`src/source/mesh_pkg.sv`:
```
/* shared types for the mesh node: coordinates, port directions,
   packet and link structs, router and input FIFO constants */

`default_nettype none

package mesh_pkg;

  // router geometry and buffering
  localparam int num_dirs_lp   = 5;
  localparam int fifo_els_lp   = 2;
  localparam int fifo_ptr_w_lp = $clog2(fifo_els_lp);
  localparam int fifo_cnt_w_lp = $clog2(fifo_els_lp + 1);

  // node coordinates, x grows east and y grows south
  typedef logic [2:0] x_cord_t;
  typedef logic [2:0] y_cord_t;

  typedef logic [1:0]  op_t;
  typedef logic [15:0] addr_t;
  typedef logic [31:0] data_t;

  // router port order, P is the local processor
  typedef enum logic [2:0] {
    P = 3'd0,
    W,
    E,
    N,
    S
  } dir_e;

  // routing header, always the leading field of a packet
  typedef struct packed {
    y_cord_t dst_y;
    x_cord_t dst_x;
  } mesh_hdr_s;

  // request packet
  typedef struct packed {
    mesh_hdr_s hdr;
    op_t       op;
    x_cord_t   src_x;
    y_cord_t   src_y;
    addr_t     addr;
    data_t     data;
  } fwd_pkt_s;

  // response packet
  typedef struct packed {
    mesh_hdr_s hdr;
    data_t     data;
  } rev_pkt_s;

  // link payload as seen on a wire, ready travels separately
  typedef struct packed {
    logic     v;
    fwd_pkt_s pkt;
  } fwd_link_s;

  typedef struct packed {
    logic     v;
    rev_pkt_s pkt;
  } rev_link_s;

  localparam int hdr_width_lp     = $bits(mesh_hdr_s);
  localparam int fwd_pkt_width_lp = $bits(fwd_pkt_s);
  localparam int rev_pkt_width_lp = $bits(rev_pkt_s);

endpackage

`default_nettype wire

```
`src/source/mesh_input_fifo.sv`:
```
/* two-entry input buffer for one router port,
   valid/ready on the enqueue side, valid/yumi on the dequeue side */

`timescale 1ns/1ps
`default_nettype none

module mesh_input_fifo #(
  parameter int width_p = 8
) (
  input  logic               clk_i,
  input  logic               arst_n_i,

  input  logic               enq_v_i,
  input  logic [width_p-1:0] enq_data_i,
  output logic               enq_ready_o,

  output logic               deq_v_o,
  output logic [width_p-1:0] deq_data_o,
  input  logic               deq_yumi_i
);

  import mesh_pkg::*;

  logic [width_p-1:0]       mem_r [fifo_els_lp];
  logic [fifo_ptr_w_lp-1:0] wptr_r;
  logic [fifo_ptr_w_lp-1:0] rptr_r;
  logic [fifo_cnt_w_lp-1:0] count_r;
  logic                     enq;

  // ready only looks at occupancy, never at enq_v_i
  assign enq_ready_o = (count_r != fifo_cnt_w_lp'(fifo_els_lp));
  assign deq_v_o     = (count_r != '0);
  assign deq_data_o  = mem_r[rptr_r];
  assign enq         = enq_v_i & enq_ready_o;

  always_ff @(posedge clk_i or negedge arst_n_i) begin
    if (!arst_n_i) begin
      wptr_r  <= '0;
      rptr_r  <= '0;
      count_r <= '0;
    end else begin
      if (enq) begin
        wptr_r <= (wptr_r == fifo_ptr_w_lp'(fifo_els_lp - 1)) ? '0 : wptr_r + 1'b1;
      end
      if (deq_yumi_i) begin
        rptr_r <= (rptr_r == fifo_ptr_w_lp'(fifo_els_lp - 1)) ? '0 : rptr_r + 1'b1;
      end
      case ({enq, deq_yumi_i})
        2'b10:   count_r <= count_r + 1'b1;
        2'b01:   count_r <= count_r - 1'b1;
        default: count_r <= count_r;
      endcase
    end
  end

  // storage only
  always_ff @(posedge clk_i) begin
    if (enq) begin
      mem_r[wptr_r] <= enq_data_i;
    end
  end

  // the allocator may only pop a head that is actually there
  a_yumi_needs_valid: assert property (
    @(posedge clk_i) disable iff (!arst_n_i) deq_yumi_i |-> deq_v_o
  );

endmodule

`default_nettype wire

```
`src/source/mesh_route_decode.sv`:
```
/* dimension-order route decoder,
   header and node coordinates in, one-hot output port request out */

`timescale 1ns/1ps
`default_nettype none

module mesh_route_decode #(
  parameter int xy_order_p = 1
) (
  input  mesh_pkg::mesh_hdr_s              hdr_i,
  input  mesh_pkg::x_cord_t                my_x_i,
  input  mesh_pkg::y_cord_t                my_y_i,
  output logic [mesh_pkg::num_dirs_lp-1:0] req_o
);

  import mesh_pkg::*;

  dir_e x_dir;
  dir_e y_dir;
  dir_e sel_dir;

  always_comb begin
    // per-dimension direction, P when already aligned
    if (hdr_i.dst_x > my_x_i) begin
      x_dir = E;
    end else if (hdr_i.dst_x < my_x_i) begin
      x_dir = W;
    end else begin
      x_dir = P;
    end

    if (hdr_i.dst_y > my_y_i) begin
      y_dir = S;
    end else if (hdr_i.dst_y < my_y_i) begin
      y_dir = N;
    end else begin
      y_dir = P;
    end

    // finish the first dimension before turning
    if (xy_order_p != 0) begin
      sel_dir = (x_dir != P) ? x_dir : y_dir;
    end else begin
      sel_dir = (y_dir != P) ? y_dir : x_dir;
    end

    req_o          = '0;
    req_o[sel_dir] = 1'b1;
  end

endmodule

`default_nettype wire

```
`src/source/mesh_switch_alloc.sv`:
```
/* switch allocator, one round-robin arbiter per output port,
   grants stay locked while the output is stalled */

`timescale 1ns/1ps
`default_nettype none

module mesh_switch_alloc (
  input  logic clk_i,
  input  logic arst_n_i,

  // req_i[input][output], grant_o[output][input]
  input  logic [mesh_pkg::num_dirs_lp-1:0][mesh_pkg::num_dirs_lp-1:0] req_i,
  input  logic [mesh_pkg::num_dirs_lp-1:0]                            out_ready_i,
  output logic [mesh_pkg::num_dirs_lp-1:0][mesh_pkg::num_dirs_lp-1:0] grant_o,
  output logic [mesh_pkg::num_dirs_lp-1:0]                            pop_o
);

  import mesh_pkg::*;

  dir_e                   ptr_r      [num_dirs_lp];
  dir_e                   hold_dir_r [num_dirs_lp];
  logic [num_dirs_lp-1:0] hold_r;

  dir_e                   arb_dir [num_dirs_lp];
  logic [num_dirs_lp-1:0] arb_v;
  dir_e                   win_dir [num_dirs_lp];
  logic [num_dirs_lp-1:0] win_v;

  // first requester at or after the pointer
  always_comb begin
    int   idx;
    logic found;
    for (int o = 0; o < num_dirs_lp; o++) begin
      arb_dir[o] = P;
      found      = 1'b0;
      for (int k = 0; k < num_dirs_lp; k++) begin
        idx = (int'(ptr_r[o]) + k) % num_dirs_lp;
        if (!found && req_i[idx][o]) begin
          arb_dir[o] = dir_e'(idx);
          found      = 1'b1;
        end
      end
      arb_v[o] = found;
    end
  end

  // a stalled output keeps its winner so v and data hold steady
  always_comb begin
    pop_o = '0;
    for (int o = 0; o < num_dirs_lp; o++) begin
      win_dir[o] = hold_r[o] ? hold_dir_r[o] : arb_dir[o];
      win_v[o]   = hold_r[o] | arb_v[o];
      grant_o[o] = '0;
      if (win_v[o]) begin
        grant_o[o][win_dir[o]] = 1'b1;
      end
      pop_o = pop_o | (grant_o[o] & {num_dirs_lp{out_ready_i[o]}});
    end
  end

  always_ff @(posedge clk_i or negedge arst_n_i) begin
    if (!arst_n_i) begin
      hold_r <= '0;
      for (int o = 0; o < num_dirs_lp; o++) begin
        ptr_r[o]      <= P;
        hold_dir_r[o] <= P;
      end
    end else begin
      for (int o = 0; o < num_dirs_lp; o++) begin
        if (win_v[o] && out_ready_i[o]) begin
          // pointer moves past the winner only on a transfer
          ptr_r[o]  <= (win_dir[o] == S) ? P : dir_e'(win_dir[o] + 3'd1);
          hold_r[o] <= 1'b0;
        end else if (win_v[o]) begin
          hold_r[o]     <= 1'b1;
          hold_dir_r[o] <= win_dir[o];
        end
      end
    end
  end

  // an input head goes to one output only
  for (genvar i = 0; i < num_dirs_lp; i++) begin : g_in_chk
    logic [num_dirs_lp-1:0] gnt_col;
    for (genvar o = 0; o < num_dirs_lp; o++) begin : g_col
      assign gnt_col[o] = grant_o[o][i];
    end
    a_one_grant_per_input: assert property (
      @(posedge clk_i) disable iff (!arst_n_i) $onehot0(gnt_col)
    );
  end

endmodule

`default_nettype wire

```
`src/source/mesh_router.sv`:
```
/* buffered five-port mesh router,
   input FIFOs, route decoders, switch allocator and output crossbar */

`timescale 1ns/1ps
`default_nettype none

module mesh_router #(
  parameter int width_p    = 16,
  parameter int xy_order_p = 1
) (
  input  logic                                            clk_i,
  input  logic                                            arst_n_i,
  input  mesh_pkg::x_cord_t                               my_x_i,
  input  mesh_pkg::y_cord_t                               my_y_i,

  input  logic [mesh_pkg::num_dirs_lp-1:0]                link_v_i,
  input  logic [mesh_pkg::num_dirs_lp-1:0][width_p-1:0]   link_data_i,
  output logic [mesh_pkg::num_dirs_lp-1:0]                link_ready_o,

  output logic [mesh_pkg::num_dirs_lp-1:0]                link_v_o,
  output logic [mesh_pkg::num_dirs_lp-1:0][width_p-1:0]   link_data_o,
  input  logic [mesh_pkg::num_dirs_lp-1:0]                link_ready_i
);

  import mesh_pkg::*;

  logic [num_dirs_lp-1:0]                  head_v;
  logic [num_dirs_lp-1:0][width_p-1:0]     head_data;
  logic [num_dirs_lp-1:0][num_dirs_lp-1:0] dec_req;
  logic [num_dirs_lp-1:0][num_dirs_lp-1:0] req;
  logic [num_dirs_lp-1:0][num_dirs_lp-1:0] grant;
  logic [num_dirs_lp-1:0]                  pop;

  for (genvar i = 0; i < num_dirs_lp; i++) begin : g_in
    mesh_hdr_s hdr;

    mesh_input_fifo #(
      .width_p(width_p)
    ) fifo (
      .clk_i      (clk_i),
      .arst_n_i   (arst_n_i),
      .enq_v_i    (link_v_i[i]),
      .enq_data_i (link_data_i[i]),
      .enq_ready_o(link_ready_o[i]),
      .deq_v_o    (head_v[i]),
      .deq_data_o (head_data[i]),
      .deq_yumi_i (pop[i])
    );

    // header sits in the top bits of every packet
    assign hdr = mesh_hdr_s'(head_data[i][width_p-1 -: hdr_width_lp]);

    mesh_route_decode #(
      .xy_order_p(xy_order_p)
    ) decode (
      .hdr_i (hdr),
      .my_x_i(my_x_i),
      .my_y_i(my_y_i),
      .req_o (dec_req[i])
    );

    assign req[i] = head_v[i] ? dec_req[i] : '0;

    // mesh inputs never bounce back out the link they arrived on
    if (i != int'(P)) begin : g_no_uturn
      a_no_uturn: assert property (
        @(posedge clk_i) disable iff (!arst_n_i) head_v[i] |-> !dec_req[i][i]
      );
    end
  end

  mesh_switch_alloc alloc (
    .clk_i      (clk_i),
    .arst_n_i   (arst_n_i),
    .req_i      (req),
    .out_ready_i(link_ready_i),
    .grant_o    (grant),
    .pop_o      (pop)
  );

  // and-or crossbar driven by the one-hot grants
  always_comb begin
    for (int o = 0; o < num_dirs_lp; o++) begin
      link_v_o[o]    = |grant[o];
      link_data_o[o] = '0;
      for (int i = 0; i < num_dirs_lp; i++) begin
        if (grant[o][i]) begin
          link_data_o[o] = link_data_o[o] | head_data[i];
        end
      end
    end
  end

endmodule

`default_nettype wire

```
`src/source/mesh_node.sv`:
```
/* mesh node top level,
   forward (x then y) and reverse (y then x) routers on shared ports */

`timescale 1ns/1ps
`default_nettype none

module mesh_node (
  input  logic                                             clk_i,
  input  logic                                             arst_n_i,
  input  mesh_pkg::x_cord_t                                global_x_i,
  input  mesh_pkg::y_cord_t                                global_y_i,

  // request network, indexed by port direction
  input  mesh_pkg::fwd_link_s [mesh_pkg::num_dirs_lp-1:0]  fwd_link_i,
  output logic                [mesh_pkg::num_dirs_lp-1:0]  fwd_ready_o,
  output mesh_pkg::fwd_link_s [mesh_pkg::num_dirs_lp-1:0]  fwd_link_o,
  input  logic                [mesh_pkg::num_dirs_lp-1:0]  fwd_ready_i,

  // response network
  input  mesh_pkg::rev_link_s [mesh_pkg::num_dirs_lp-1:0]  rev_link_i,
  output logic                [mesh_pkg::num_dirs_lp-1:0]  rev_ready_o,
  output mesh_pkg::rev_link_s [mesh_pkg::num_dirs_lp-1:0]  rev_link_o,
  input  logic                [mesh_pkg::num_dirs_lp-1:0]  rev_ready_i
);

  import mesh_pkg::*;

  logic [num_dirs_lp-1:0]                       fwd_v_li, fwd_v_lo;
  logic [num_dirs_lp-1:0][fwd_pkt_width_lp-1:0] fwd_data_li, fwd_data_lo;
  logic [num_dirs_lp-1:0]                       rev_v_li, rev_v_lo;
  logic [num_dirs_lp-1:0][rev_pkt_width_lp-1:0] rev_data_li, rev_data_lo;

  // split link structs into router arrays and rebuild them on the way out
  for (genvar d = 0; d < num_dirs_lp; d++) begin : g_link
    assign fwd_v_li[d]       = fwd_link_i[d].v;
    assign fwd_data_li[d]    = fwd_link_i[d].pkt;
    assign fwd_link_o[d].v   = fwd_v_lo[d];
    assign fwd_link_o[d].pkt = fwd_pkt_s'(fwd_data_lo[d]);

    assign rev_v_li[d]       = rev_link_i[d].v;
    assign rev_data_li[d]    = rev_link_i[d].pkt;
    assign rev_link_o[d].v   = rev_v_lo[d];
    assign rev_link_o[d].pkt = rev_pkt_s'(rev_data_lo[d]);
  end

  mesh_router #(
    .width_p   (fwd_pkt_width_lp),
    .xy_order_p(1)
  ) fwd (
    .clk_i       (clk_i),
    .arst_n_i    (arst_n_i),
    .my_x_i      (global_x_i),
    .my_y_i      (global_y_i),
    .link_v_i    (fwd_v_li),
    .link_data_i (fwd_data_li),
    .link_ready_o(fwd_ready_o),
    .link_v_o    (fwd_v_lo),
    .link_data_o (fwd_data_lo),
    .link_ready_i(fwd_ready_i)
  );

  mesh_router #(
    .width_p   (rev_pkt_width_lp),
    .xy_order_p(0)
  ) rev (
    .clk_i       (clk_i),
    .arst_n_i    (arst_n_i),
    .my_x_i      (global_x_i),
    .my_y_i      (global_y_i),
    .link_v_i    (rev_v_li),
    .link_data_i (rev_data_li),
    .link_ready_o(rev_ready_o),
    .link_v_o    (rev_v_lo),
    .link_data_o (rev_data_lo),
    .link_ready_i(rev_ready_i)
  );

endmodule

`default_nettype wire

```
`config.mk`:
```
export PLATFORM = sky130hd
export DESIGN_NAME = mesh_node
export DESIGN_NICKNAME = d
export VERILOG_FILES = /design/src/source/mesh_pkg.sv /design/src/source/mesh_input_fifo.sv /design/src/source/mesh_route_decode.sv /design/src/source/mesh_switch_alloc.sv /design/src/source/mesh_router.sv /design/src/source/mesh_node.sv
export SDC_FILE = /design/constraint.sdc
export NUM_CORES = 2
export LEC_CHECK = 0
export BUFFER_PORTS_ARGS = -buffer_cell sky130_fd_sc_hd__buf_4
export CAP_MARGIN = 20
export CORE_MARGIN = 2
export CORE_UTILIZATION = 40
export CTS_BUF_LIST = sky130_fd_sc_hd__clkbuf_16
export CTS_CLUSTER_SIZE = 14
export DETAILED_ROUTE_END_ITERATION = 8
export GPL_TIMING_DRIVEN = 0
export PLACE_DENSITY = 0.57
export SLEW_MARGIN = 15
export SYNTH_ARGS = -nofsm -noshare
export SYNTH_HDL_FRONTEND = slang
export SYNTH_SLANG_ARGS = --single-unit
```
`constraint.sdc`:
```
create_clock -name clk_i -period 7.57 [get_ports clk_i]
set_clock_uncertainty 0.05 [all_clocks]
set_input_delay 0.3785 -clock clk_i [delete_from_list [all_inputs] [get_ports clk_i]]
set_output_delay 0.3785 -clock clk_i [all_outputs]
set_load 0.01 [all_outputs]
```
==> metrics.md <==
| Metric | Value |
|---|---|
| First-pass GRT wire length | 543,000 um |
| Syn nets | 8,265 |
| Weighted congestion at the end of routability-driven global placement | 1.01 |
| Synthesized instance count | 7,465 |
| Share of flip-flops with an asynchronous set or reset | 9.91% |
| Aggregate global routing overflow | 0 |
| Number of warning messages in the yosys log | 0 |
| Multi-input gate area in the final layout | 0.0435 sq mm |
| Total number of clock tree sinks | 1,110 |
| Kind of critical path | reg2out |
| Launching element type of the critical path | flip-flop |
| CTS tree | built |
| Pre-antenna DRT Iters | 9 |
| Initial antenna violation count | 81 |
| Largest net degree at the start of global routing | 59 |
| Crit share post-route | 99.1% |
| Clock slew seen by the registers of the worst setup and hold paths | 70 ps |
| Highest metal used | met5 |
| Family with the most delay on the worst path | buffers and inverters |
| Sequential Area | 0.0328 sq mm |
| Final net count | 10.1k |
| Vias in the first global route | 73.3k |
| Arrival time at the worst endpoint | 7070 ps |
| Core region area | 0.190 sq mm |
| Minimum period implied by the final worst setup slack | 7500 ps |
| Part of the Yosys area used for sequential elements | 43.0% |
| Per-instance average area after synthesis | 10.2 sq um |
| Required time reported for the critical path endpoint | 7140 ps |
| Most common library cell in the layout ignoring fill and taps | buf_4 |
| Max-cap violations | 0 |
| Deepest clock path buffer count | 3 |
| Number of buffer and inverter stages on the critical path | 8 |
| Global-route usage over all layers | 39.0% |
| Number of max-slew violations in the final report | 0 |
| Top cell by count, worst path | buf_4 |
| Remaining antenna violation count after routing | 0 |
| Peak clock frequency supported by timing | 133 MHz |
| Vias per cell | 6.44 |
| Cell Rows | 160 |
| Via count | 77.2k |
| Slew at the pin with the worst max-slew slack | 1240 ps |
| Distinct cell type count of the synthesized netlist | 117 |
| Number of buffers added by the clock tree synthesis step | 133 |
| Final setup violating endpoints | 0 |
| Commonest register cell after synthesis | edfxtp_1 |
| Number of inserted filler cells in the final layout | 16.6k |
| Clk Tree Root Cell | clkbuf_16 |
| Effective utilization at floorplan | 40.2% |
| Die height | 440 um |
| Cell Chain, Critical Path | clkbuf_8 > buf_4 > buf_8 > mux2i_4 > inv_1 > ha_1 > nor2b_1 > or3_1 > o2111ai_1 > buf_4 > mux2_2 > o22ai_1 > or3_1 > or4_1 > o311a_2 > inv_4 > nand3_4 > clkbuf_1 > o22ai_2 > buf_4 |
| Longest individual stage delay on the worst path | 550 ps |
| HP Class | in2reg |
| CP Capture Type | primary output |
| Met3 Routed Length | 39,300 um |
| Flops & latches, synth | 1,110 |
| DRC violations left | 0 |
| Post-DP HPWL | 298,000 um |
| Layout Area Growth over Synthesis | 35.5% |
| Num ports | 1,048 |
| Port-buffer cells | 1,047 |
| Number of flops mapped to enable cells by yosys | 1,000 |
| Maximum fanout encountered on the critical timing path | 10 |
| Number of H-tree branching levels | 4 |
| First-iteration detailed-routing DRC count | 9,600 |
| Drt wl/cell | 32.9 um |
| Floorplan die width | 440 um |
| Critical path's slowest cell | or4_1 |
| Clk Latency, worst-skew pair | 830 ps |
| Slew HR | 15.0% |
| Result of the run | complete, no violations |
| Commonest cells after routing, fill and taps aside | buf_4, edfxtp_1, mux2i_1 |
| Length of routed wiring on met1 | 145,000 um |
| Routed length on met2 | 176,000 um |
| Die footprint | 0.194 sq mm |
| Detailed-route wire length | 395,000 um |
| Share of post-route cells with drive strength above 1 | 28.8% |
| Min Hold Slack | 64.3 ps |
| Final Hold Fails | 0 |
| Post-Synthesis Cell Area | 0.0762 sq mm |
## Yosys cell counts (67+ instances only)
| cell | n | area share, % |
|---|---|---|
| a21oi_1 | 387 | 2.5 |
| a31oi_1 | 108 | 0.89 |
| buf_2 | 140 | 0.92 |
| clkbuf_1 | 330 | 1.6 |
| dfrtp_1 | 110 | 3.6 |
| edfxtp_1 | 1000 | 39 |
| ha_1 | 272 | 4.5 |
| inv_1 | 182 | 0.90 |
| mux2_2 | 359 | 5.3 |
| mux2i_1 | 720 | 9.5 |
| nand2_1 | 692 | 3.4 |
| nand2b_1 | 86 | 0.71 |
| nand3_1 | 279 | 1.8 |
| nor2_1 | 298 | 1.5 |
| nor3_1 | 201 | 1.3 |
| o211ai_1 | 86 | 0.85 |
| o21ai_0 | 295 | 1.9 |
| o221ai_1 | 235 | 2.7 |
| o22a_1 | 67 | 0.77 |
| o22ai_1 | 348 | 2.9 |
| xnor2_1 | 101 | 1.2 |
## logic make-up (layout without fill, tap and decap cells)
logic type               Yosys count  in the layout  share of synthesized area [%]
AND/OR/NAND/NOR                 1979           1979                           12.6
other                              0             68                              0
buffers and inverters            748           2697                           4.05
adder cells (fa/ha/maj)          272            272                           4.47
multiplexers                    1084           1084                           14.9
AO/OA/AOI/OAI                   2142           2142                           19.4
XOR/XNOR                         130            130                           1.50
flip-flops                      1110           1110                           43.0
## stage by stage
stage                     worst slack, ps  utilization [%]  cell area (sq um)  instances  TNS [ps]
after detailed placement            -2540             46.6              88300      11100   -684240
after global placement              -3650             46.0              87200      11000  -1160580
after floorplan                       843                -              76200       7465         0
after global routing                -38.2             54.4             103000      12000      -336
final                                67.8             54.4             103000      12000         0
after CTS                           -44.6             53.6             102000      11900     -44.8
## final timing paths
path                                                     start                                 endpoint  slack, ps  depth (start not counted)
setup / recovery           fwd.g_in[1].fifo.rptr_r$_DFFE_PN0N_                          fwd_link_o[313]         70                         20
hold / removal                                  fwd_ready_i[4]          fwd.alloc.hold_r[4]$_DFFE_PN0P_         60                          4
setup reg to reg                fwd.alloc.ptr_r[6]$_DFFE_PN0P_  fwd.g_in[2].fifo.count_r[1]$_DFFE_PN0P_        690                         31
hold reg to reg            fwd.alloc.hold_dir_r[2]$_DFFE_PN0P_      fwd.alloc.hold_dir_r[2]$_DFFE_PN0P_        420                          2
max in group asynchronous                             arst_n_i           fwd.alloc.ptr_r[0]$_DFFE_PN0P_       6570                          3
min in group asynchronous                             arst_n_i  fwd.g_in[3].fifo.count_r[1]$_DFFE_PN0P_         70                          2
## layer usage
metal,track usage [%],vias up
li1,-,32900
met5,0,-
met3,8.95,1219
met1,47.4,37900
met4,27.7,28
met2,61.1,5088
## registers in the layout, indices dropped and copies added, names as in the netlist, 10 cells and up
signal	flops
fwd.g_in.fifo.mem_r	620
rev.g_in.fifo.mem_r	380
fwd.alloc.hold_dir_r	15
fwd.alloc.ptr_r	15
rev.alloc.hold_dir_r	15
rev.alloc.ptr_r	15
fwd.g_in.fifo.count_r	10
rev.g_in.fifo.count_r	10
## worst reg2reg max path, delay by kind of cell (launching register included)
kind	cells	cell delay (ps)
adders and majority gates	5	1170
muxes	2	760
buffers and inverters	9	1340
DFF	1	360
xor gates and xnor gates	2	280
and+or+nand+nor	6	1280
AOI/OAI and AO/OA	7	1560
## layout make-up
| type | count | area share [%] |
|---|---|---|
| multi-input cells | 5607 | 42.1 |
| flip-flops and latches | 1110 | 31.8 |
| repair buffers | 1723 | 14.5 |
| plain buffers | 523 | 3.33 |
| clock buffers | 136 | 3.30 |
| well taps | 2511 | 3.05 |
| clock inverters | 107 | 0.902 |
| inverters | 208 | 0.807 |
| diodes | 68 | 0.165 |
## repair_timing
action,CTS,global route
cloned,0,1
pin swaps,43,53
hold buffers,518,0
endpoints found under the setup margin,571,508
gates resized for setup,884,312
setup buffers,53,51
hold endpoints to repair,1145,0
Power is left out: the tool's default activity adds up to more than one toggle a clock period on the data nets, which glitch-free logic cannot reach.
